$ cat config.mk
export PLATFORM = sky130hd
export DESIGN_NAME = ppu_mode_fsm
export DESIGN_NICKNAME = d
export VERILOG_FILES = /design/src/hw/ppu_pkg.sv /design/src/hw/ppu_mode_fsm.sv
export VERILOG_INCLUDE_DIRS = /design/src /design/src/hw
export SDC_FILE = /design/constraint.sdc
export NUM_CORES = 1
export LEC_CHECK = 0
export ABC_AREA = 1
export BUFFER_PORTS_ARGS = -buffer_cell sky130_fd_sc_hd__buf_2
export CAP_MARGIN = 20
export CORE_AREA = 8 8 45 47
export DETAILED_ROUTE_END_ITERATION = 10
export DIE_AREA = 0 0 53 55
export GPL_TIMING_DRIVEN = 0
export PLACE_DENSITY_LB_ADDON = 0.15
export SLEW_MARGIN = 15
export SYNTH_ARGS = -nofsm -noshare
export SYNTH_HDL_FRONTEND = slang
export SYNTH_SLANG_ARGS = --single-unit
$ cat constraint.sdc
create_clock -name clk -period 1.7 [get_ports clk]
set_clock_uncertainty 0.1 [all_clocks]
set_input_delay 0.34 -clock clk [delete_from_list [all_inputs] [get_ports clk]]
set_output_delay 0.34 -clock clk [all_outputs]
set_load 0.005 [all_outputs]
$ cat src/hw/ppu_params.svh
`ifndef PPU_PARAMS_SVH
`define PPU_PARAMS_SVH

// ============================
// Line and frame timing
// ============================
`define PPU_DOTS_PER_LINE   456
`define PPU_LINES_PER_FRAME 154
`define PPU_VISIBLE_LINES   144
`define PPU_MODE2_LEN       80
// Fixed, no renderer to end the transfer early
`define PPU_MODE3_LEN       172

// ============================
// Memories
// ============================
`define PPU_VRAM_BYTES  8192
`define PPU_OAM_BYTES   160
`define PPU_MAX_SPRITES 10

// Memory base addresses on the host bus
`define PPU_VRAM_BASE 16'h8000
`define PPU_OAM_BASE  16'hFE00

// LCD register addresses
`define PPU_REG_LCDC 16'hFF40
`define PPU_REG_STAT 16'hFF41
`define PPU_REG_SCY  16'hFF42
`define PPU_REG_SCX  16'hFF43
`define PPU_REG_LY   16'hFF44
`define PPU_REG_LYC  16'hFF45
// FF46h is DMA, not decoded here
`define PPU_REG_BGP  16'hFF47
`define PPU_REG_WY   16'hFF4A
`define PPU_REG_WX   16'hFF4B

`endif

$ cat src/hw/ppu_pkg.sv
package ppu_pkg;

  // ============================
  // PPU mode, as seen in STAT[1:0]
  // ============================
  typedef enum logic [1:0] {
    MODE_HBLANK = 2'd0,
    MODE_VBLANK = 2'd1,
    MODE_OAM    = 2'd2,
    MODE_XFER   = 2'd3
  } ppu_mode_t;

  // LCD register file
  typedef struct packed {
    logic [7:0] lcdc;
    // STAT bits 6..3, the interrupt enables
    logic [3:0] stat_en;
    logic [7:0] scy;
    logic [7:0] scx;
    logic [7:0] lyc;
    logic [7:0] bgp;
    logic [7:0] wy;
    logic [7:0] wx;
  } ppu_regs_t;

  // Host bus request, plain strobes
  typedef struct packed {
    logic [15:0] addr;
    logic [7:0]  wdata;
    logic        read_en;
    logic        write_en;
  } cpu_bus_req_t;

  // Dot and line position from the timer
  typedef struct packed {
    logic [8:0] dot;
    logic [7:0] ly;
    logic       line_end;
    logic       frame_end;
  } ppu_timing_t;

  // One object picked by the OAM scan
  typedef struct packed {
    logic [7:0] y_pos;
    logic [7:0] x_pos;
    logic [7:0] tile_idx;
    logic [7:0] attr;
    logic [5:0] oam_idx;
    logic       valid;
  } sprite_t;

endpackage

$ cat src/hw/ppu_mode_fsm.sv
`include "ppu_params.svh"

module ppu_mode_fsm (
  input  logic                 clk,
  input  logic                 reset,
  input  logic                 lcd_en,
  input  ppu_pkg::ppu_timing_t timing,
  output ppu_pkg::ppu_mode_t   mode
);

  logic xfer_start;
  logic xfer_end;
  logic enter_vblank;

  // ============================
  // Boundary decode
  // ============================
  // Decided on the dot before the boundary
  // so the registered mode lines up with dot
  assign xfer_start = (timing.dot == 9'(`PPU_MODE2_LEN - 1));
  assign xfer_end   = (timing.dot == 9'(`PPU_MODE2_LEN + `PPU_MODE3_LEN - 1));
  // Last visible line about to wrap into 144
  assign enter_vblank = (timing.ly == 8'(`PPU_VISIBLE_LINES - 1));

  // ============================
  // Mode register
  // ============================
  always_ff @(posedge clk or posedge reset) begin
    if (reset) begin
      mode <= ppu_pkg::MODE_OAM;
    end else if (!lcd_en) begin
      // Parked in OAM scan while off
      mode <= ppu_pkg::MODE_OAM;
    end else begin
      unique case (mode)
        ppu_pkg::MODE_OAM: begin
          if (xfer_start) begin
            mode <= ppu_pkg::MODE_XFER;
          end
        end
        ppu_pkg::MODE_XFER: begin
          // Fixed length transfer
          if (xfer_end) begin
            mode <= ppu_pkg::MODE_HBLANK;
          end
        end
        ppu_pkg::MODE_HBLANK: begin
          if (timing.line_end) begin
            mode <= enter_vblank ? ppu_pkg::MODE_VBLANK : ppu_pkg::MODE_OAM;
          end
        end
        ppu_pkg::MODE_VBLANK: begin
          // Wrap to line 0
          if (timing.frame_end) begin
            mode <= ppu_pkg::MODE_OAM;
          end
        end
        default: mode <= ppu_pkg::MODE_OAM;
      endcase
    end
  end

  // Transfer only ever hands over to HBlank, right at the end dot
  xfer_to_hblank: assert property (@(posedge clk) disable iff (reset)
    (mode == ppu_pkg::MODE_XFER && lcd_en) |=>
      (mode == ppu_pkg::MODE_XFER) ||
      (mode == ppu_pkg::MODE_HBLANK &&
       timing.dot == 9'(`PPU_MODE2_LEN + `PPU_MODE3_LEN)));

endmodule

==> results of run 1 <==
## worst paths after layout
kind,end,slack (ns),depth (start not counted)
setup / recovery,mode[1],0.35,1
hold / removal,mode[0],0.30,3
setup reg to reg,mode[0],0.38,7
hold reg to reg,mode[1],0.61,3
max in group asynchronous,mode[1],0.89,3
min in group asynchronous,mode[0],0.40,3
## final cells by class
type,count,area (sq um)
flip-flops and latches,2,51.30
multi-input cells,48,217.7
well taps,16,20.02
repair buffers,24,125.1
inverters,12,45.04
fillers,164,898.4
clock buffers,4,26.28
## Yosys cell counts
cell type	instances	share of area [%]
nand2_1	19	23
nor2_1	12	14
inv_1	11	13
nand3_1	6	9.6
nand4_1	3	6.0
nor2_2	2	4.0
o21ai_0	2	3.2
o21ai_1	2	3.2
a21boi_0	1	2.4
clkinv_1	1	1.2
dfrtp_1	1	8.0
dfstp_2	1	8.4
nand4_2	1	4.0
## placed cells by master (no fill, tap or decap)
master / synthesis / layout
dfrtp_1: 1 / 1
nand2_1: 19 / 19
inv_1: 11 / 11
o21ai_0: 2 / 2
nor2_1: 12 / 12
clkbuf_1: 0 / 1
buf_2: 0 / 23
nand4_1: 3 / 3
o21ai_1: 2 / 2
dfstp_2: 1 / 1
dlygate4sd3_1: 0 / 1
clkinv_1: 1 / 1
nand4_2: 1 / 1
a21boi_0: 1 / 1
nand3_1: 6 / 6
clkbuf_4: 0 / 3
nor2_2: 2 / 2
## per-layer routing
layer  share of wire, %  track usage (%)  vias up
met1                 43            9.394      185
met3                 12            3.743        0
met5                  0                0        -
li1                   -                -      251
met4                  0            2.586        0
met2                 46            11.13       16
## repair_timing
item | in CTS | in global routing
hold buffers | 1 | 0
endpoints found under the hold margin | 1 | 0
setup endpoints to repair | 0 | 0
## per-stage QoR
stage / hold WS [ns] / total power [uW] / instances / area, sq um
2_1_floorplan: -0.01954 / 66.85 / 62 / 314.1
3_3_place_gp: 0.08942 / 97.92 / 101 / 449.2
3_5_place_dp: 0.09163 / 98.28 / 101 / 449.2
4_1_cts: 0.2909 / 220.4 / 106 / 485.5
5_1_grt: 0.2880 / 240.0 / 106 / 485.5
6_report: 0.2955 / 214.1 / 106 / 485.5
## power breakdown
| group | internal, uW | switching (uW) | total (uW) |
|---|---|---|---|
| Clock | 87.2 | 27.9 | 115 |
| Sequential | 48.1 | 0.160 | 48.3 |
| Combinational | 26.4 | 24.4 | 50.8 |
| Total | 162 | 52.4 | 214 |
## worst register-to-register path, delay by kind of cell (launching register included)
kind                   cells  cell delay [ns]
and+or+nand+nor            6             0.45
DFF                        1             0.56
buffers and inverters      1             0.09
## cells by family (layout without fill, tap and decap cells)
logic type | after synthesis | in the layout | share of synthesized area, %
AO/OA/AOI/OAI | 5 | 5 | 8.766
buffers and inverters | 12 | 40 | 14.34
AND/OR/NAND/NOR | 43 | 43 | 60.56
flip-flops | 2 | 2 | 16.33
==> qor.txt, run 1 <==
H-tree Lvls: 1
Seq/Total Area, Yosys: 16.33%
Syn Area/Cell: 5.065 sq um
DRT iter0 DRCs: 3
Endpoints failing setup: 0
CP Data Required Time: 1.26 ns
First-pass GRT wire length: 1725 microns
Clock buffer depth: 2
Post-route antenna net violation count: 0
Headroom to the max-slew limit: 83.50%
Largest registers: mode x2
Synth warn: 0
Worst setup SP type: flop
Ant. Diodes: 0
Via Count: 452
Crit. End Element: output port
Final worst-path cycle share: 79.15%
Worst setup margin: 0.3545 ns
Delay-heaviest family, CP: flip-flops
Root Driver: clkbuf_4
Power per cell area: 441.1 nW/um^2
TritonRoute pass-1 iters: 2
Clk Latency, worst-skew pair: 0.23 ns
PostCTS Resize Cnt: 0
Slowest cell on crit path: dfstp_2
Syn Nets: 84
Synth Register Bits: 2
Post-Route WL: 982 microns
Max cap viols: 0
Nets: 113
Max Transition Viols Final: 0
DR vias/cell: 4.264
Initial Utilization: 22.69%
Biggest register: mode
Die span in x: 53 microns
Die ar.: 2915 sq um
Synth cell types: 13
Crit-path max cell delay: 0.56 ns
Final HPWL from detailed placement: 844.5 microns
Crit path from: mode[1]
Chip height: 55 microns
Cells along the critical path: buf_2
Total CTS buffers: 3
RSZ-0062 raised after global routing: no
Buf/Inv on CP: 1
Grt total ovfl: 0
Worst-path fanout max: 5
P_leak: 0.0002925 uW
Core footprint: 1384 sq um
Slew @ Worst Pin: 0.2475 ns
Pin count of the biggest net entering global routing: 9
Vias in the first global route: 435
Largest register FFs: 2
Hold_sp: lcd_en
Worst r2r src: mode[1]
Min-delay worst type: input port to flop
Final Hold Vio Count: 0
TritonCTS clock tree: built
Share of cells above drive strength 1: 33.33%
Reg clk slew, reported paths: 0.03 ns
CP arrival: 0.91 ns
Synth Cell Area: 314.1 sq um
GP Congestion: 0.7315
Syn Inst Count: 62
VDD IR max: 0.3205 mV
Residual DRC: 0
Top Ports: 24
Postcts setup bufs: 0
Fin util: 35.08%
Clock Sinks: 2
Setup tns final: 0 ns
Synth-to-Final Area Change: 54.58%
Final Critical Period: 1.345 ns
Achievable clock frequency: 0.7432 GHz
Gr usage total: 7.587%
IO buf count: 23
Place WS: 0.3759 ns
Site row count: 14
Setup CP Type: flop to output port
DR WL/cell: 9.264 microns
Initial antenna violation count: 0
Outcome: completed
Power figures use the tool's default switching activity.
==> inputs of run 2 (changes only) <==
Clock period 1.7 ns to 1.08 ns, I/O delays scaled along.
==> run 2 against run 1 <==
- combinational power grew 62%
- critical path depth rose by 6
- core utilization rose by 3.8 points
- final cell count up 3.8%
- sequential share of layout area down 0.80 points
- critical path type is now flop to flop
- highest routed layer is now met4
- the run now ends with setup timing left
- sequential cell count unchanged
- largest power group unchanged
- via count grew 4.2%
- critical endpoint is now mode[0]
- total power rose by 62%
- sequential power is 57% higher
- final area up 11%
- die area did not move
==> qor.txt, run 2 (synthesized netlist as in run 1, its figures left out) <==
Register-to-register setup slack: -0.20 ns (-0.58 ns)
TritonCTS clock tree: built
Synth-to-Final Area Change: 71.31%
Initial Utilization: 22.69% (unchanged)
Site row count: 14 (unchanged)
Crit. End Element: flop
Max Transition Viols Final: 0 (unchanged)
Chip height: 55 microns (unchanged)
Headroom to the max-slew limit: 89.73% (+6.2 points)
TritonRoute pass-1 iters: 4 (+2)
Endpoints failing setup: 4 (+4)
GP Congestion: 0.6903 (-5.6%)
Worst setup SP type: flop
Worst setup margin: -0.2043 ns (-0.5588 ns)
Reg clk slew, reported paths: 0.03 ns (about the same)
Gr usage total: 7.915% (+0.33 points)
Setup tns final: -0.6249 ns (-0.6249 ns)
Post-route antenna net violation count: 0 (unchanged)
First-pass GRT wire length: 1828 microns (+6.0%)
Core footprint: 1384 sq um (unchanged)
Via Count: 471 (+4.2%)
Clock Sinks: 2 (unchanged)
Total CTS buffers: 3 (unchanged)
Die span in x: 53 microns (unchanged)
Final Hold Vio Count: 0 (unchanged)
Max cap viols: 0 (unchanged)
Power per cell area: 644.6 nW/um^2 (+46%)
Min-delay worst type: input port to flop
Share of cells above drive strength 1: 42.55% (+9.2 points)
RSZ-0062 raised after global routing: yes
Clock buffer depth: 2 (unchanged)
IO buf count: 23 (unchanged)
CP Data Required Time: 1.10 ns (-0.16 ns)
DR vias/cell: 4.282 (+0.41%)
Nets: 117 (+3.5%)
Reg-to-Reg End: mode[0]
Layout Cells excl Fill: 110 (+3.8%)
Residual DRC: 0 (unchanged)
Setup crit end: mode[0]
CP arrival: 1.30 ns (+0.39 ns)
Final worst-path cycle share: 118.9%
Setup CP Type: flop to flop
Worst r2r src: mode[1]
Largest register FFs: 2 (unchanged)
Top Ports: 24 (unchanged)
Violated checks: setup timing
Biggest register: mode
Fin Hold WS: 0.1745 ns (-0.1210 ns)
Grt total ovfl: 0 (unchanged)
Post-Route WL: 1053 microns (+7.2%)
Final HPWL from detailed placement: 827.5 microns (-2.0%)
P_leak: 0.0003113 uW (+6.4%)
Vias in the first global route: 460 (+5.7%)
Ant. Diodes: 0 (unchanged)
Die ar.: 2915 sq um (unchanged)
Dpl cells: 101 (unchanged)
Crit path from: mode[1]
H-tree Lvls: 1 (unchanged)
Largest registers: mode x2
Achievable clock frequency: 0.7786 GHz
Root Driver: clkbuf_4
Commonest cells after routing, fill and taps aside: buf_2 (22), nand2_1 (19), nor2_1 (11)
DR WL/cell: 9.573 microns (+3.3%)
Initial antenna violation count: 0 (unchanged)
Pin count of the biggest net entering global routing: 8 (-1)
Final Critical Period: 1.284 ns
VDD IR max: 0.5132 mV (+60%)
Worst-path fanout max: 5 (unchanged)
Clk Latency, worst-skew pair: 0.23 ns (about the same)
Commonest non-fill, non-tap cell in the layout: buf_2
Worst r2r path cells: 7 (unchanged)
DRT iter0 DRCs: 8 (+5)
Overall Power: 346.8 uW (+62%)
Outcome: finished with violations
Slew @ Worst Pin: 0.1524 ns (-0.09504 ns)
## run 2: cell types whose count changed in the layout (fill, tap and decap cells not counted), sizes merged
cell	change
buf	+4
## run 2: layout make-up
type / instances / area [sq um]
Fill cell: 169 / 845.8
Multi-Input combinational cell: 48 / 232.7
Tap cell: 16 / 20.02
Clock buffer: 4 / 26.28
Inverter: 12 / 45.04
Timing Repair Buffer: 28 / 161.4
Sequential cell: 2 / 52.55
## run 2: report_power, final
part / switching, uW / leakage [uW] / internal [uW]
Sequential: 0.250 / 0.0000228 / 75.7
Combinational: 39.7 / 0.000273 / 42.6
Clock: 50.7 / 0.0000150 / 138
Total: 90.7 / 0.000311 / 256
## run 2: per-stage QoR
step / utilization (%) / area (sq um) / setup WS [ns]
after floorplan: - / 316.6 / -0.1428
after global placement: 32.64 / 451.7 / -0.2165
after detailed placement: 32.64 / 451.7 / -0.2050
after CTS: 36.80 / 509.2 / -0.1941
after global routing: 38.88 / 538.0 / -0.2806
final: 38.88 / 538.0 / -0.2043
## run 2: worst min path at each step
| stage | to | cells after the start | slack (ns) | startpoint |
|---|---|---|---|---|
| finish | mode[0] | 3 | 0.17 | lcd_en |
| global route | mode[0] | 3 | 0.17 | lcd_en |
| CTS | mode[0] | 3 | 0.17 | lcd_en |
| detailed placement | mode[0] | 2 | -0.03 | reset |
| global placement | mode[0] | 2 | -0.03 | reset |
| floorplan | mode[0] | 1 | -0.14 | reset |
## run 2: critical path, cell delays in order (launching register included)
cell,delay [ns]
dfstp_2,0.57
nand2_1,0.10
inv_1,0.08
o21ai_1,0.07
nand4_2,0.10
nand2_1,0.05
nand2_1,0.06
nor2_2,0.04
## run 2: what timing repair did
| action | in CTS | in global routing |
|---|---|---|
| hold endpoints to repair | 2 | 0 |
| setup buffers | 2 | 2 |
| resized for setup | 3 | 4 |
| hold buffers | 1 | 0 |
| pin swaps | 4 | 3 |
| setup endpoints to repair | 4 | 4 |
## run 2: metal layers
| layer | part of all wire [%] | up-vias | track usage [%] | routed length [microns] |
|---|---|---|---|---|
| met3 | 11 | 2 | 3.743 | 121 |
| met2 | 47 | 18 | 12.50 | 494 |
| met1 | 41 | 194 | 9.242 | 430 |
| met4 | 0.66 | 0 | 2.586 | 7 |
| met5 | 0 | - | 0 | 0 |
| li1 | - | 257 | - | - |
==> inputs of run 3 (changes only) <==
Settings changed: ABC_CLOCK_PERIOD_IN_PS from default to 1300, SLEW_MARGIN 15 to 20.
Clock period 1.08 ns to 1.3 ns, I/O delays scaled along.
==> run 3 against run 2 <==
- the run now ends clean
- register-to-register slack gained 0.22 ns
- final area shrank 5.6%
- combinational power shrank 19%
- non-clock buffer count shrank 3
- hold slack gained 0.043 ns
- sequential power shrank 17%
- worst setup slack gained 0.22 ns
- global-route usage shrank 0.22 points
- count of clock-buffer cells in the layout is the same
- die area is the same
- final cell count shrank 2.7%
- core utilization shrank 2.2 points
- critical path type unchanged
==> qor.txt, run 3 (synthesized netlist as in run 1, its figures left out) <==
Largest register FFs: 2 (unchanged)
Reg-to-Reg End: mode[0]
Die span in x: 53 microns (unchanged)
H-tree Lvls: 1 (unchanged)
RSZ-0062 raised after global routing: yes
Final Hold Vio Count: 0 (unchanged)
VDD IR max: 0.4185 mV (-18%)
Chip height: 55 microns (unchanged)
Crit-path max cell delay: 0.58 ns (about the same)
Synth-to-Final Area Change: 61.75%
Commonest non-fill, non-tap cell in the layout: buf_2
Cells along the critical path: inv_2 -> nand3_2 -> nand2_1 -> clkinv_1 -> nand4_2 -> nor2_1 -> nor2_2
Power per cell area: 551.5 nW/um^2 (-14%)
Crit. End Element: flop
Endpoints failing setup: 0 (-4)
Commonest cells after routing, fill and taps aside: buf_2 (22), nand2_1 (19), nor2_1 (11)
Post-Route WL: 1005 microns (-4.6%)
DR WL/cell: 9.393 microns (-1.9%)
Clk Latency, worst-skew pair: 0.22 ns (about the same)
Max Transition Viols Final: 0 (unchanged)
Post-route design area: 508.0 sq um (-5.6%)
Vias in the first global route: 445 (-3.3%)
CP Data Required Time: 1.31 ns (+0.21 ns)
Slowest cell on crit path: dfstp_2
Setup CP Type: flop to flop
DRT iter0 DRCs: 3 (-5)
Ant. Diodes: 0 (unchanged)
Grt total ovfl: 0 (unchanged)
Initial antenna violation count: 0 (unchanged)
IO buf count: 23 (unchanged)
Final HPWL from detailed placement: 844.5 microns (+2.1%)
Final Critical Period: 1.288 ns (+0.003553 ns)
Via Count: 458 (-2.8%)
Fin Hold WS: 0.2174 ns (+0.04290 ns)
CP Depth: 7 (unchanged)
Place WS: -0.02407 ns (+0.1809 ns)
Initial Utilization: 22.69% (unchanged)
Site row count: 14 (unchanged)
Reg clk slew, reported paths: 0.03 ns (about the same)
Total CTS buffers: 3 (unchanged)
Max cap viols: 0 (unchanged)
Register-to-register setup slack: 0.01 ns (+0.22 ns)
Delay-heaviest family, CP: flip-flops
CP arrival: 1.30 ns (about the same)
Slew @ Worst Pin: 0.1684 ns (+0.01595 ns)
GP Congestion: 0.7315 (+6.0%)
Pin count of the biggest net entering global routing: 9 (+1)
Worst-path fanout max: 5 (unchanged)
First-pass GRT wire length: 1752 microns (-4.2%)
TritonCTS clock tree: built
Top Ports: 24 (unchanged)
Buf/Inv on CP: 2 (+1)
Achievable clock frequency: 0.7765 GHz (-0.28%)
Core footprint: 1384 sq um (unchanged)
Fill cells: 167 (-1.2%)
Clock buffer depth: 2 (unchanged)
Gr usage total: 7.697% (-0.22 points)
Final worst-path cycle share: 99.06% (-20 points)
Residual DRC: 0 (unchanged)
Worst r2r src: mode[1]
Root Driver: clkbuf_4
Placed instance area: 449.2 sq um (-0.55%)
Post-route antenna net violation count: 0 (unchanged)
Die ar.: 2915 sq um (unchanged)
Min-delay worst type: input port to flop
Clock Sinks: 2 (unchanged)
Crit path from: mode[1]
Setup crit end: mode[0]
Nets: 114 (-2.6%)
Share of cells above drive strength 1: 38.46% (-4.1 points)
Worst setup margin: 0.01216 ns (+0.2164 ns)
Biggest register: mode
Worst setup SP type: flop
DR vias/cell: 4.280 (about the same)
P_leak: 0.0002970 uW (-4.6%)
Worst r2r path cells: 7 (unchanged)
Outcome: completed
Largest registers: mode x2
Headroom to the max-slew limit: 88.77% (-0.96 points)
TritonRoute pass-1 iters: 2 (-2)
==> run 3: report_power, final <==
group	switching, uW	internal [uW]	leakage [uW]	total (uW)
Sequential	0.251	62.9	0.0000228	63.2
Combinational	32.2	34.6	0.000259	66.8
Clock	36.2	114	0.0000150	150
==> run 3: metrics by stage <==
step / std cells / utilization, % / total power, uW / setup TNS, ns
after floorplan: 62 / - / 87.42 / 0
after global placement: 101 / 32.46 / 128.0 / -0.02985
after detailed placement: 101 / 32.46 / 128.5 / -0.02407
after CTS: 107 / 36.17 / 288.7 / 0
after global routing: 107 / 36.71 / 314.3 / -0.08140
final: 107 / 36.71 / 280.2 / 0
==> run 3: worst min-delay path by stage <==
stage,from,end,slack (ns),cells after the start
finish,lcd_en,mode[0],0.22,3
global route,lcd_en,mode[0],0.21,3
CTS,lcd_en,mode[0],0.22,3
detailed placement,reset,mode[0],0.01,2
global placement,reset,mode[0],0.009,2
floorplan,reset,mode[0],-0.1,1
==> run 3: routing by layer <==
metal	vias to the layer above	track usage, %	share of wire [%]
met2	16	11.72	47
met3	0	3.743	10
li1	252	-	-
met1	190	9.242	43
met4	0	2.586	0
met5	-	0	0
==> run 3: what timing repair did <==
| action | CTS | global route |
|---|---|---|
| buffers inserted | 1 | 0 |
| pin swaps | 3 | 0 |
| hold buffers | 1 | 0 |
| resized for setup | 3 | 2 |
| endpoints found under the setup margin | 1 | 3 |
| endpoints found under the hold margin | 2 | 0 |
==> run 3: area by class of cell <==
class | instances | area [sq um] | area share (%)
timing repair buffer | 25 | 138.9 | 27.34
tap | 16 | 20.02 | 3.941
sequential | 2 | 52.55 | 10.34
multi-input combinational | 48 | 225.2 | 44.33
inverter | 12 | 45.04 | 8.867
clock buffer | 4 | 26.28 | 5.172
==> run 3: tightest hold or removal path: stages <==
cell,delay (ns)
buf_2,0.13
nand2_1,0.08
nor2_2,0.04
