==> config.mk <==
export PLATFORM = sky130hd
export DESIGN_NAME = ppu_dot_timer
export DESIGN_NICKNAME = d
export VERILOG_FILES = /design/src/hw/ppu_pkg.sv /design/src/hw/ppu_dot_timer.sv
export VERILOG_INCLUDE_DIRS = /design/src /design/src/hw
export SDC_FILE = /design/constraint.sdc
export NUM_CORES = 1
export LEC_CHECK = 0
export BUFFER_PORTS_ARGS = -buffer_cell sky130_fd_sc_hd__buf_4
export CELL_PAD_IN_SITES_DETAIL_PLACEMENT = 1
export CELL_PAD_IN_SITES_GLOBAL_PLACEMENT = 2
export CORE_AREA = 8 8 60 67
export DETAILED_ROUTE_END_ITERATION = 12
export DIE_AREA = 0 0 68 75
export PLACE_DENSITY_LB_ADDON = 0.05
export SLEW_MARGIN = 25
export SYNTH_ARGS = -nofsm -noshare
export SYNTH_HDL_FRONTEND = slang
export SYNTH_SLANG_ARGS = --single-unit
==> constraint.sdc <==
create_clock -name clk -period 2.7 [get_ports clk]
set_input_delay 0.81 -clock clk [delete_from_list [all_inputs] [get_ports clk]]
set_output_delay 0.81 -clock clk [all_outputs]
set_load 0.005 [all_outputs]
==> src/hw/ppu_params.svh <==
`ifndef PPU_PARAMS_SVH
`define PPU_PARAMS_SVH

// ============================
// Line and frame timing
// ============================
`define PPU_DOTS_PER_LINE   456
`define PPU_LINES_PER_FRAME 154
`define PPU_VISIBLE_LINES   144
`define PPU_MODE2_LEN       80
// Fixed, no renderer to end the transfer early
`define PPU_MODE3_LEN       172

// ============================
// Memories
// ============================
`define PPU_VRAM_BYTES  8192
`define PPU_OAM_BYTES   160
`define PPU_MAX_SPRITES 10

// Memory base addresses on the host bus
`define PPU_VRAM_BASE 16'h8000
`define PPU_OAM_BASE  16'hFE00

// LCD register addresses
`define PPU_REG_LCDC 16'hFF40
`define PPU_REG_STAT 16'hFF41
`define PPU_REG_SCY  16'hFF42
`define PPU_REG_SCX  16'hFF43
`define PPU_REG_LY   16'hFF44
`define PPU_REG_LYC  16'hFF45
// FF46h is DMA, not decoded here
`define PPU_REG_BGP  16'hFF47
`define PPU_REG_WY   16'hFF4A
`define PPU_REG_WX   16'hFF4B

`endif

==> src/hw/ppu_pkg.sv <==
package ppu_pkg;

  // ============================
  // PPU mode, as seen in STAT[1:0]
  // ============================
  typedef enum logic [1:0] {
    MODE_HBLANK = 2'd0,
    MODE_VBLANK = 2'd1,
    MODE_OAM    = 2'd2,
    MODE_XFER   = 2'd3
  } ppu_mode_t;

  // LCD register file
  typedef struct packed {
    logic [7:0] lcdc;
    // STAT bits 6..3, the interrupt enables
    logic [3:0] stat_en;
    logic [7:0] scy;
    logic [7:0] scx;
    logic [7:0] lyc;
    logic [7:0] bgp;
    logic [7:0] wy;
    logic [7:0] wx;
  } ppu_regs_t;

  // Host bus request, plain strobes
  typedef struct packed {
    logic [15:0] addr;
    logic [7:0]  wdata;
    logic        read_en;
    logic        write_en;
  } cpu_bus_req_t;

  // Dot and line position from the timer
  typedef struct packed {
    logic [8:0] dot;
    logic [7:0] ly;
    logic       line_end;
    logic       frame_end;
  } ppu_timing_t;

  // One object picked by the OAM scan
  typedef struct packed {
    logic [7:0] y_pos;
    logic [7:0] x_pos;
    logic [7:0] tile_idx;
    logic [7:0] attr;
    logic [5:0] oam_idx;
    logic       valid;
  } sprite_t;

endpackage

==> src/hw/ppu_dot_timer.sv <==
`include "ppu_params.svh"

module ppu_dot_timer (
  input  logic                 clk,
  input  logic                 reset,
  input  logic                 lcd_en,
  output ppu_pkg::ppu_timing_t timing,
  output logic                 vblank_req
);

  logic [8:0] dot;
  logic [7:0] ly;
  logic       last_dot;
  logic       last_line;

  // End of line and end of frame flags
  assign last_dot  = (dot == 9'(`PPU_DOTS_PER_LINE - 1));
  assign last_line = (ly == 8'(`PPU_LINES_PER_FRAME - 1));

  // ============================
  // Dot and line counters
  // ============================
  always_ff @(posedge clk or posedge reset) begin
    if (reset) begin
      dot        <= 9'd0;
      ly         <= 8'd0;
      vblank_req <= 1'b0;
    end else begin
      // Strobe lasts one cycle only
      vblank_req <= 1'b0;
      if (!lcd_en) begin
        // LCD off, hold at top of frame
        dot <= 9'd0;
        ly  <= 8'd0;
      end else if (last_dot) begin
        dot <= 9'd0;
        ly  <= last_line ? 8'd0 : ly + 8'd1;
        // Line 144 starts at this edge
        if (ly == 8'(`PPU_VISIBLE_LINES - 1)) begin
          vblank_req <= 1'b1;
        end
      end else begin
        dot <= dot + 9'd1;
      end
    end
  end

  assign timing = '{
    dot:       dot,
    ly:        ly,
    line_end:  last_dot,
    frame_end: last_dot && last_line
  };

  // Dot must wrap before reaching the line length
  dot_in_line: assert property (@(posedge clk) disable iff (reset)
    dot <= 9'(`PPU_DOTS_PER_LINE - 1));

endmodule

==> results of run 1 <==
[per-layer routing]
metal	wire length, µm	vias up	track usage [%]	share of wire [%]
li1	-	377	-	-
met1	1110	385	12.9	43
met2	1300	15	19.1	50
met3	140	2	2.08	5.5
met4	19	0	4.10	0.74
met5	0	-	0	0
[synth_stat cells, types with 2 or more instances]
library cell  count  area [µm²]
o31ai_1           2        15.0
xnor2_1           2        17.5
and3_1            6        37.5
o31ai_2           3        37.5
nand2_1           3        11.3
o211ai_1          3        22.5
inv_1             3        11.3
nand2b_1          2        12.5
o21ai_0           3        15.0
ha_1              3        37.5
nor2_1            5        18.8
o2bb2ai_1         2        17.5
nand3_1           9        45.0
and2_1            2        12.5
dfrtp_1          18         450
xor2_1            4        35.0
[how the worst max path moves through the flow]
| stage | slack [ps] | cells past startpoint | start | endpoint |
|---|---|---|---|---|
| finish | 110 | 5 | dot[0]$_DFF_PP0_ | timing[0] |
| global route | 2 | 5 | dot[0]$_DFF_PP0_ | timing[0] |
| CTS | 50 | 5 | dot[0]$_DFF_PP0_ | timing[0] |
| detailed placement | 390 | 5 | dot[0]$_DFF_PP0_ | timing[0] |
| global placement | 430 | 5 | dot[0]$_DFF_PP0_ | timing[0] |
| floorplan | 610 | 4 | dot[0]$_DFF_PP0_ | timing[0] |
[logic make-up after synthesis]
| logic type | share of synthesized area, % |
|---|---|
| buf+inv | 3.81 |
| fa+ha+maj | 3.81 |
| xor+xnor | 5.34 |
| simple gates | 25.4 |
| flops | 45.7 |
| compound gates | 15.9 |
[state kept, by name (all words and copies together), names as in the netlist]
signal      cells
ly              8
vblank_req      1
dot             9
[cell type report]
type / instances / area, µm²
Clock buffer: 4 / 36.3
Fill cell: 344 / 1730
Inverter: 4 / 15.0
Multi-Input combinational cell: 65 / 505
Sequential cell: 18 / 450
Tap cell: 34 / 42.5
Timing Repair Buffer: 22 / 165
[where the power goes]
| part | switching, W | internal (W) |
|---|---|---|
| clock network | 0.0000855 | 0.0000821 |
| registers | 0.00000443 | 0.000273 |
| logic | 0.0000198 | 0.0000133 |
[per-stage QoR]
stage          area (µm²)  total power [W]
6_report             1210         0.000478
5_1_grt              1210         0.000502
4_1_cts              1210         0.000488
3_5_place_dp         1170         0.000317
3_3_place_gp         1170         0.000317
2_1_floorplan         985         0.000302
[cells in the final DEF (no fill, tap or decap), drive strengths merged]
| cell | netlist | layout |
|---|---|---|
| buf | 2 | 22 |
| dfrtp | 18 | 18 |
| nand3 | 9 | 9 |
| and3 | 7 | 7 |
| o31ai | 6 | 6 |
| nor2 | 5 | 5 |
| xor2 | 4 | 4 |
| nand2 | 4 | 4 |
| inv | 4 | 4 |
| o21ai | 4 | 4 |
| clkbuf | 1 | 4 |
| o211ai | 3 | 3 |
| nand2b | 3 | 3 |
| ha | 3 | 3 |
| xnor2 | 2 | 2 |
| and2 | 2 | 2 |
| nor4 | 2 | 2 |
| o2bb2ai | 2 | 2 |
| and4 | 1 | 1 |
| nor4b | 1 | 1 |
| nand4bb | 1 | 1 |
| a21bo | 1 | 1 |
| nand4 | 1 | 1 |
| or3 | 1 | 1 |
| a21oi | 1 | 1 |
| and4b | 1 | 1 |
| a21o | 1 | 1 |
==> metrics.md, run 1 <==
| Metric | Value |
|---|---|
| CTS resizes | 0 |
| RSZ-0062 raised after global routing | false |
| Setup slack, reg-to-reg | 960 ps |
| Cts-stage hold buffer count | 0 |
| Worst reg2reg path endpoint | ly[6]$_DFFE_PP0P_ |
| Die area | roughly 5000 µm² |
| Reg2reg path depth | 5 |
| CTS Buffer Depth | 2 |
| Area grow syn2layout | 23.4% |
| # setup viols final | 0 |
| CTS tree | built |
| Total of max-cap violations | 0 |
| Initial Util | about a third |
| All-Layer GR Usage | roughly 11% |
| IO Pins | 23 |
| Max Freq | approximately 0.39 GHz |
| Worst hold path endpoint | dot[0]$_DFF_PP0_ |
| Drt first pass iters | 4 |
| Largest net degree at the start of global routing | 19 |
| Core Area | 2940 µm² |
| VDD IR max | 0.193 mV |
| Hpwl dp | 1950 µm |
| Endpoints failing hold | 0 |
| Initial antenna violation count | 0 |
| Port Buffer Count | 22 |
| Post-synth EDFFs | 0 |
| Crit Path Max Fanout | 10 |
| Sequential fraction of the synthesis area | 45.7% |
| Avg WL per Cell | approximately 17 µm |
| Final Instance Count excl. Fillers | 147 |
| # Post-CTS Setup Buffers | 0 |
| Die W | 68 µm |
| Status | completed |
| Remaining antenna violation count | 0 |
| Nets@finish | 120 |
| Reg2reg start | dot[0]$_DFF_PP0_ |
| Ant diodes | 0 |
| Final setup margin | 107 ps |
| Slew @ Worst Pin | 704 ps |
| Max Slew Vio Count | 0 |
| CTS H-tree depth | 1 |
| CP Capture Type | primary output |
| CP Cell Sequence | ha_2 -> and4_1 -> nand2_2 -> nor4_2 -> buf_4 |
| Area of the mapped netlist | 985 µm² |
| Worst clock skew | 1.26 ps |
| Clock sinks | 18 |
| Post-place setup slack | 392 ps |
| Top delay family on crit path | simple AND/OR/NAND/NOR gates |
| Class of the tightest hold or removal check | reg -> reg |
| Fin crit share | 96.0% |
| Clk Tree Root Cell | clkbuf_4 |
| Yosys warnings | 0 |
| Via count | 779 |
| Clock-pin slew on the worst setup and hold paths | 110 ps |
| Tmin final | about 2600 ps |
| Post-Route WL | 2570 µm |
| Vias/cell | 5.30 |
| First-pass GRT wire length | about 4300 µm |
| Clock Latency Late Sink | 290 ps |
| Gpl congestion | 0.711 |
| Hold Slack | 513 ps |
| Top_reg_cell synth | dfrtp_1 |
| Worst path arrival time | 1780 ps |
| Slowest CP cell | dfrtp_1 |
| WS Path Type | reg -> out |
| CTS buffer count | 3 |
| Max_slew headroom | a little over half |
| TNS Setup | 0 ps |
| Count of cell types in the netlist | 36 |
| Drt initial violations | 29 |
| Worst Path Required | 1890 ps |
| Ys async rst share | 100% |
| Pwr/cell area | between 300 and 400 nW/µm² |
| Number of instances in the placed design | 143 |
| Final core utilization | 41.3% |
| Syn_area_per_cell | 10.9 µm² |
| Leak | just under 0.6 nW |
| Grt ovf | 0 |
| WHS Path Cells | 1 |
| Startpoint Class | flip-flop |
| Hold wc startpoint | dot[0]$_DFF_PP0_ |
| Drt drc | 0 |
| Critical path buffer and inverter count | 1 |
| Slowest stage delay, CP | 410 ps |
| Layout cell share with drive strength beyond 1 | 33.6% |
| Die height | ~75 µm |
| Synth Net Count | 96 |
| Syn Inst Count | 90 |
| Flops & latches, synth | 18 |
| Core Rows | 21 |
| Vias in the first global route | 866 |
(Power assumes the default switching activity.)
==> run 2: changes to the inputs <==
--- a/config.mk
+++ b/config.mk
@@ -6,12 +6,13 @@
 export SDC_FILE = /design/constraint.sdc
 export NUM_CORES = 1
 export LEC_CHECK = 0
+export ABC_AREA = 1
 export BUFFER_PORTS_ARGS = -buffer_cell sky130_fd_sc_hd__buf_4
 export CELL_PAD_IN_SITES_DETAIL_PLACEMENT = 1
 export CELL_PAD_IN_SITES_GLOBAL_PLACEMENT = 2
-export CORE_AREA = 8 8 60 67
+export CORE_AREA = 8 8 65 73
 export DETAILED_ROUTE_END_ITERATION = 12
-export DIE_AREA = 0 0 68 75
+export DIE_AREA = 0 0 73 81
 export PLACE_DENSITY_LB_ADDON = 0.05
 export SLEW_MARGIN = 25
 export SYNTH_ARGS = -nofsm -noshare
==> run 2 against run 1 <==
Compared with the run above:
- maximum frequency is 6.4% higher
- via count grew 31%
- setup slack improved by 160 ps
- critical path depth increased by 3
- utilization is 3.3 points lower
- critical path type unchanged
- sequential share of layout area shrank 3.6 points
- highest routed layer unchanged
- synthesized area is 11% higher
- first-iteration DRC count is 21% higher
==> metrics.md, run 2 <==
| Metric | Value |
|---|---|
| Port Buffer Count | 22 |
| Ranking of synthesized cells by area | dfrtp_1, nand2_1, inv_1 |
| Syn_area_per_cell | 7.32 µm² |
| Initial antenna violation count | 0 |
| Synth top area share | between 40% and 50% |
| Ant diodes | 0 |
| Area of the mapped netlist | around 1100 µm² |
| CP Cell Sequence | ha_1 -> nand2_1 -> inv_1 -> nand2_2 -> nor2_8 -> inv_2 -> nor2_1 -> buf_4 |
| Area grow syn2layout | 22.6% |
| Worst path arrival time | about 1600 ps |
| WS Path Type | reg -> out |
| Most common cell after layout, fill and taps aside | nand2_1 |
| Cts-stage hold buffer count | 0 |
| Final core utilization | 38.0% |
| Endpoints failing hold | 0 |
| Max layer used | met4 |
| All-Layer GR Usage | 11.2% |
| Die area | between 5000 and 6000 µm² |
| CTS buffer count | 3 |
| Worst Setup SP | dot[0]$_DFF_PP0_ |
| Post-synth EDFFs | 0 |
| Pwr/cell area | 372 nW/µm² |
| Top_reg_cell synth | dfrtp_1 |
| CTS resizes | 0 |
| IO Pins | 23 |
| Syn Inst Count | 150 |
| Number of instances in the placed design | 219 |
| Post-Route WL | 2940 µm |
| Post-route cell area | 1350 µm² |
| Via count | between 1,000 and 1,500 |
| VDD IR max | 0.146 mV |
| Max FFs per register | 9 |
| Final Instance Count excl. Fillers | 222 |
| Core Rows | 23 |
| Hold wc startpoint | dot[0]$_DFF_PP0_ |
| Slew @ Worst Pin | 747 ps |
| Crit Path Max Fanout | 7 |
| Largest net degree at the start of global routing | 19 |
| Critical path buffer and inverter count | 3 |
| Max Freq | 0.410 GHz |
| Ys async rst share | 100% |
| Drt initial violations | 35 |
| Placement Cell Area | 1300 µm² |
| RSZ-0062 raised after global routing | false |
| Most flops, register | dot |
| Reg2reg start | dot[0]$_DFF_PP0_ |
| Total of max-cap violations | 0 |
| Drt first pass iters | 4 |
| Nets@finish | 180 |
| Max Slew Vio Count | 0 |
| CP Capture Type | primary output |
| Flops & latches, synth | 18 |
| TNS Setup | 0 ps |
| Sequential fraction of the synthesis area | 41.0% |
| Leak | 0.757 nW |
| Fin crit share | 90.3% |
| Clock sinks | 18 |
| Tmin final | approximately 2400 ps |
| Grt ovf | 0 |
| # Post-CTS Setup Buffers | 0 |
| Synth Net Count | 156 |
| Status | completed |
| Layout cell share with drive strength beyond 1 | roughly a fifth |
| WL met3 | around 100 µm |
| Worst Path Required | around 1900 ps |
| Clk Tree Root Cell | clkbuf_8 |
| M1 WL | 1240 µm |
| Initial Util | 31.0% |
| Metal2 WL | 1580 µm |
| Gpl congestion | just under 0.8 |
| Vias/cell | 4.58 |
| Max_slew headroom | 50.1% |
| Largest area contributor in the netlist | dfrtp_1 |
| Slowest stage delay, CP | 390 ps |
| Vias in the first global route | ~1,100 |
| Clock-pin slew on the worst setup and hold paths | approximately 70 ps |
| Core Area | approximately 3500 µm² |
| Clock Latency Late Sink | between 200 and 300 ps |
| Die height | between 80 and 90 µm |
| CTS tree | built |
| Biggest regs | dot x9, ly x8, vblank_req x1 |
| Fill cells | 466 |
| Die W | 73 µm |
| Avg WL per Cell | around 13 µm |
| Most frequent cells in the layout | nand2_1, buf_4, inv_1, nor2_1, dfrtp_1 |
| Drt drc | 0 |
| Slowest CP cell | dfrtp_1 |
| Commonest cells in the netlist | nand2_1, inv_1, nor2_1, dfrtp_1, nand3_1 |
| Startpoint Class | flip-flop |
| CTS Buffer Depth | 2 |
| First-pass GRT wire length | 5190 µm |
| Hpwl dp | between 2000 and 2500 µm |
| Top delay family on crit path | simple AND/OR/NAND/NOR gates |
| Most common cell in the netlist | nand2_1 |
| # setup viols final | 0 |
| Count of cell types in the netlist | 20 |
| Worst clock skew | 1.87 ps |
| Class of the tightest hold or removal check | reg -> reg |
| Yosys warnings | 0 |
| CTS H-tree depth | 1 |
| Remaining antenna violation count | 0 |
[run 2: metrics by stage]
step                      hold slack [ps]  setup slack (ps)  power, W
after floorplan                       470               754  0.000302
after global placement                469               563  0.000314
after detailed placement              482               529  0.000315
after CTS                             490               233  0.000515
after global routing                  513               119  0.000524
final                                 487               263  0.000500
[run 2: worst paths after layout]
path / endpoint / slack, ps / depth (start not counted)
max: timing[0] / 260 / 8
min: dot[0]$_DFF_PP0_ / 490 / 1
max reg2reg: ly[2]$_DFFE_PP0P_ / 1260 / 7
min reg2reg: dot[0]$_DFF_PP0_ / 490 / 1
max in group asynchronous: ly[2]$_DFFE_PP0P_ / 1540 / 2
min in group asynchronous: ly[1]$_DFFE_PP0P_ / 690 / 2
[run 2: per-layer routing]
layer | track usage (%) | vias to the layer above
met1 | 11.6 | 487
met4 | 3.61 | 0
met2 | 21.6 | 14
li1 | - | 514
met3 | 2.22 | 2
met5 | 0 | -
[run 2: cells by family (layout without fill, tap and decap cells)]
kind of cell	after synthesis	in the layout	synth area share (%)
buffers and inverters	28	50	11.2
AO/OA/AOI/OAI	6	6	2.96
AND/OR/NAND/NOR	93	93	39.8
XOR/XNOR	2	2	1.60
adder cells (fa/ha/maj)	3	3	3.42
flip-flops	18	18	41.0
[run 2: cell type report]
type                       instances  area (µm²)  area share (%)
clock buffer                       3        41.3            3.07
tap                               50        62.6            4.65
sequential                        18         450            33.5
timing repair buffer              24         180            13.4
multi-input combinational        104         524            39.0
inverter                          23        86.3            6.42
[run 2: report_power, final]
group	total (W)	internal (W)	switching (W)	leakage, nW
registers	0.000276	0.000273	0.00000329	0.249
clock network	0.000192	0.0000991	0.0000928	0.0216
logic	0.0000315	0.0000114	0.0000201	0.486
total	0.000500	0.000384	0.000116	0.757
==> run 3: changes to the inputs <==
--- a/config.mk
+++ b/config.mk
@@ -6,13 +6,12 @@
 export SDC_FILE = /design/constraint.sdc
 export NUM_CORES = 1
 export LEC_CHECK = 0
-export ABC_AREA = 1
 export BUFFER_PORTS_ARGS = -buffer_cell sky130_fd_sc_hd__buf_4
 export CELL_PAD_IN_SITES_DETAIL_PLACEMENT = 1
 export CELL_PAD_IN_SITES_GLOBAL_PLACEMENT = 2
-export CORE_AREA = 8 8 65 73
+export CORE_AREA = 3 3 55 62
 export DETAILED_ROUTE_END_ITERATION = 12
-export DIE_AREA = 0 0 73 81
+export DIE_AREA = 0 0 58 65
 export PLACE_DENSITY_LB_ADDON = 0.05
 export SLEW_MARGIN = 25
 export SYNTH_ARGS = -nofsm -noshare
==> run 3 against run 2 <==
Compared with the run above:
- utilization is 5.8 points higher
- first-iteration DRC count down 51%
- die area fell by 36%
- flip-flop and latch count stayed put
- register-to-register slack lost 310 ps
- wire length is 17% lower
- design area decreased by 8.8%
- sequential share of layout area grew 3.2 points
- global-route usage rose by 3.0 points
- critical endpoint unchanged
==> metrics.md, run 3 (synthesis gave the netlist of run 1 again) <==
| Metric | Value |
|---|---|
| Leak | 0.602 nW |
| Hold Slack | 559 ps |
| Die W | 58 µm |
| Hpwl dp | 1820 µm |
| Worst Path Required | 1890 ps |
| # setup viols final | 0 |
| All-Layer GR Usage | ~14% |
| Die height | 65 µm |
| Top delay family on crit path | simple AND/OR/NAND/NOR gates |
| Drt drc | 0 |
| Gpl congestion | 0.724 |
| First-pass GRT wire length | roughly 4000 µm |
| Final core utilization | between 40% and 50% |
| Layout cell share with drive strength beyond 1 | 34.2% |
| CP Capture Type | primary output |
| VDD IR max | 0.152 mV |
| Tot Pwr | 0.000484 W |
| Drt initial violations | 17 |
| Tmin final | about 2600 ps |
| Port Buffer Count | 22 |
| Clock-pin slew on the worst setup and hold paths | 110 ps |
| Clk Tree Root Cell | clkbuf_4 |
| CTS H-tree depth | 1 |
| Class of the tightest hold or removal check | reg -> reg |
| Status | completed |
| Worst clock skew | 3.41 ps |
| Storage element area | roughly 450 µm² |
| Ant diodes | 0 |
| Clock sinks | 18 |
| Slew @ Worst Pin | 717 ps |
| Max_slew headroom | 52.1% |
| CTS tree | built |
| Slowest CP cell | dfrtp_1 |
| Total of max-cap violations | 0 |
| Max FFs per register | 9 |
| Core Area | 2800 µm² |
| Crit Path Max Fanout | 10 |
| Nets@finish | around 120 |
| Remaining antenna violation count | 0 |
| Biggest regs | dot x9, ly x8, vblank_req x1 |
| Fin crit share | 94.6% |
| Vias in the first global route | 820 |
| IO Pins | 23 |
| Max Freq | 0.392 GHz |
| Area grow syn2layout | 24.5% |
| Endpoints failing hold | 0 |
| Avg WL per Cell | 16.7 µm |
| Initial Util | between 30% and 40% |
| Die area | between 3000 and 4000 µm² |
| Post-Route WL | between 2000 and 2500 µm |
| CP Cell Sequence | ha_2 -> and4_1 -> nand2_4 -> nor4_2 -> buf_4 |
| Vias/cell | approximately 5.4 |
| Drt first pass iters | 4 |
| Most frequent cells in the layout | buf_4, dfrtp_1, nand3_1, and3_1, nor2_1 |
| Initial antenna violation count | 0 |
| Most flops, register | dot |
| Worst path arrival time | 1740 ps |
| CTS buffer count | 3 |
| Most common cell after layout, fill and taps aside | buf_4 |
| Clock Latency Late Sink | roughly 300 ps |
| Largest net degree at the start of global routing | 19 |
| Pwr/cell area | about 390 nW/µm² |
| Startpoint Class | flip-flop |
| Slowest stage delay, CP | ~400 ps |
| Area of the multi-input gates | 510 µm² |
| Max Slew Vio Count | 0 |
| Fill cells | ~330 |
| Via count | 799 |
| Core Rows | 20 |
| Grt ovf | 0 |
| WS Path Type | reg -> out |
| CTS Buffer Depth | 2 |
| Critical path buffer and inverter count | 1 |
| Cts-stage hold buffer count | 0 |
-- run 3: cell types whose count changed in the layout (fill, tap and decap cells not counted), sizes merged, moves of 3 or more --
| cell | delta |
|---|---|
| and3 | +7 |
| nand2 | -43 |
| nor3 | -3 |
| o211ai | +3 |
| inv | -19 |
| o31ai | +6 |
| nor2 | -18 |
| nand4 | -8 |
| nand2b | +3 |
-- run 3: what timing repair did --
| action | 4_1_cts | 5_1_grt |
|---|---|---|
| endpoints found under the setup margin | 0 | 1 |
| setup buffers | 0 | 1 |
| resized for setup | 0 | 3 |
-- run 3: path summary, 6_finish.rpt --
path,slack (ps),cells past startpoint,end,start
setup / recovery,150,5,timing[0],dot[0]$_DFF_PP0_
hold / removal,560,1,ly[7]$_DFFE_PP0P_,ly[7]$_DFFE_PP0P_
setup reg to reg,950,5,ly[6]$_DFFE_PP0P_,dot[0]$_DFF_PP0_
hold reg to reg,560,1,ly[7]$_DFFE_PP0P_,ly[7]$_DFFE_PP0P_
max in group asynchronous,1630,2,dot[1]$_DFF_PP0_,reset
min in group asynchronous,620,2,dot[3]$_DFF_PP0_,reset
-- run 3: metrics by stage --
step | cell area, µm² | std cells | TNS (ps) | setup WS, ps
after floorplan | 985 | 90 | 0 | 612
after global placement | 1170 | 142 | 0 | 450
after detailed placement | 1170 | 142 | 0 | 399
after CTS | 1200 | 146 | 0 | 44.5
after global routing | 1230 | 147 | -2.65 | -2.65
final | 1230 | 147 | 0 | 146
-- run 3: metal layers --
metal	part of all wire [%]	global-route usage [%]
met2	51	24.2
met5	0	0
met4	1.3	6.09
met1	44	17.0
met3	4.2	2.59
-- run 3: worst register-to-register path, delay by kind of cell (launching register included) --
family | cells | cell delay (ps)
adders and majority gates | 1 | 250
and+or+nand+nor | 2 | 410
DFF | 1 | 400
AOI/OAI and AO/OA | 2 | 610
-- run 3: power by group --
part           switching (W)  internal [W]  total [W]
logic              0.0000208     0.0000146  0.0000354
clock network      0.0000884     0.0000823   0.000171
registers         0.00000453      0.000273   0.000278
total               0.000114      0.000370   0.000484
-- run 3: cell type report --
cell class | instances | share of cell area, %
inverters | 4 | 1.22
repair buffers | 23 | 14.1
clock buffers | 4 | 2.96
well taps | 33 | 3.37
flip-flops and latches | 18 | 36.7
multi-input cells | 65 | 41.6
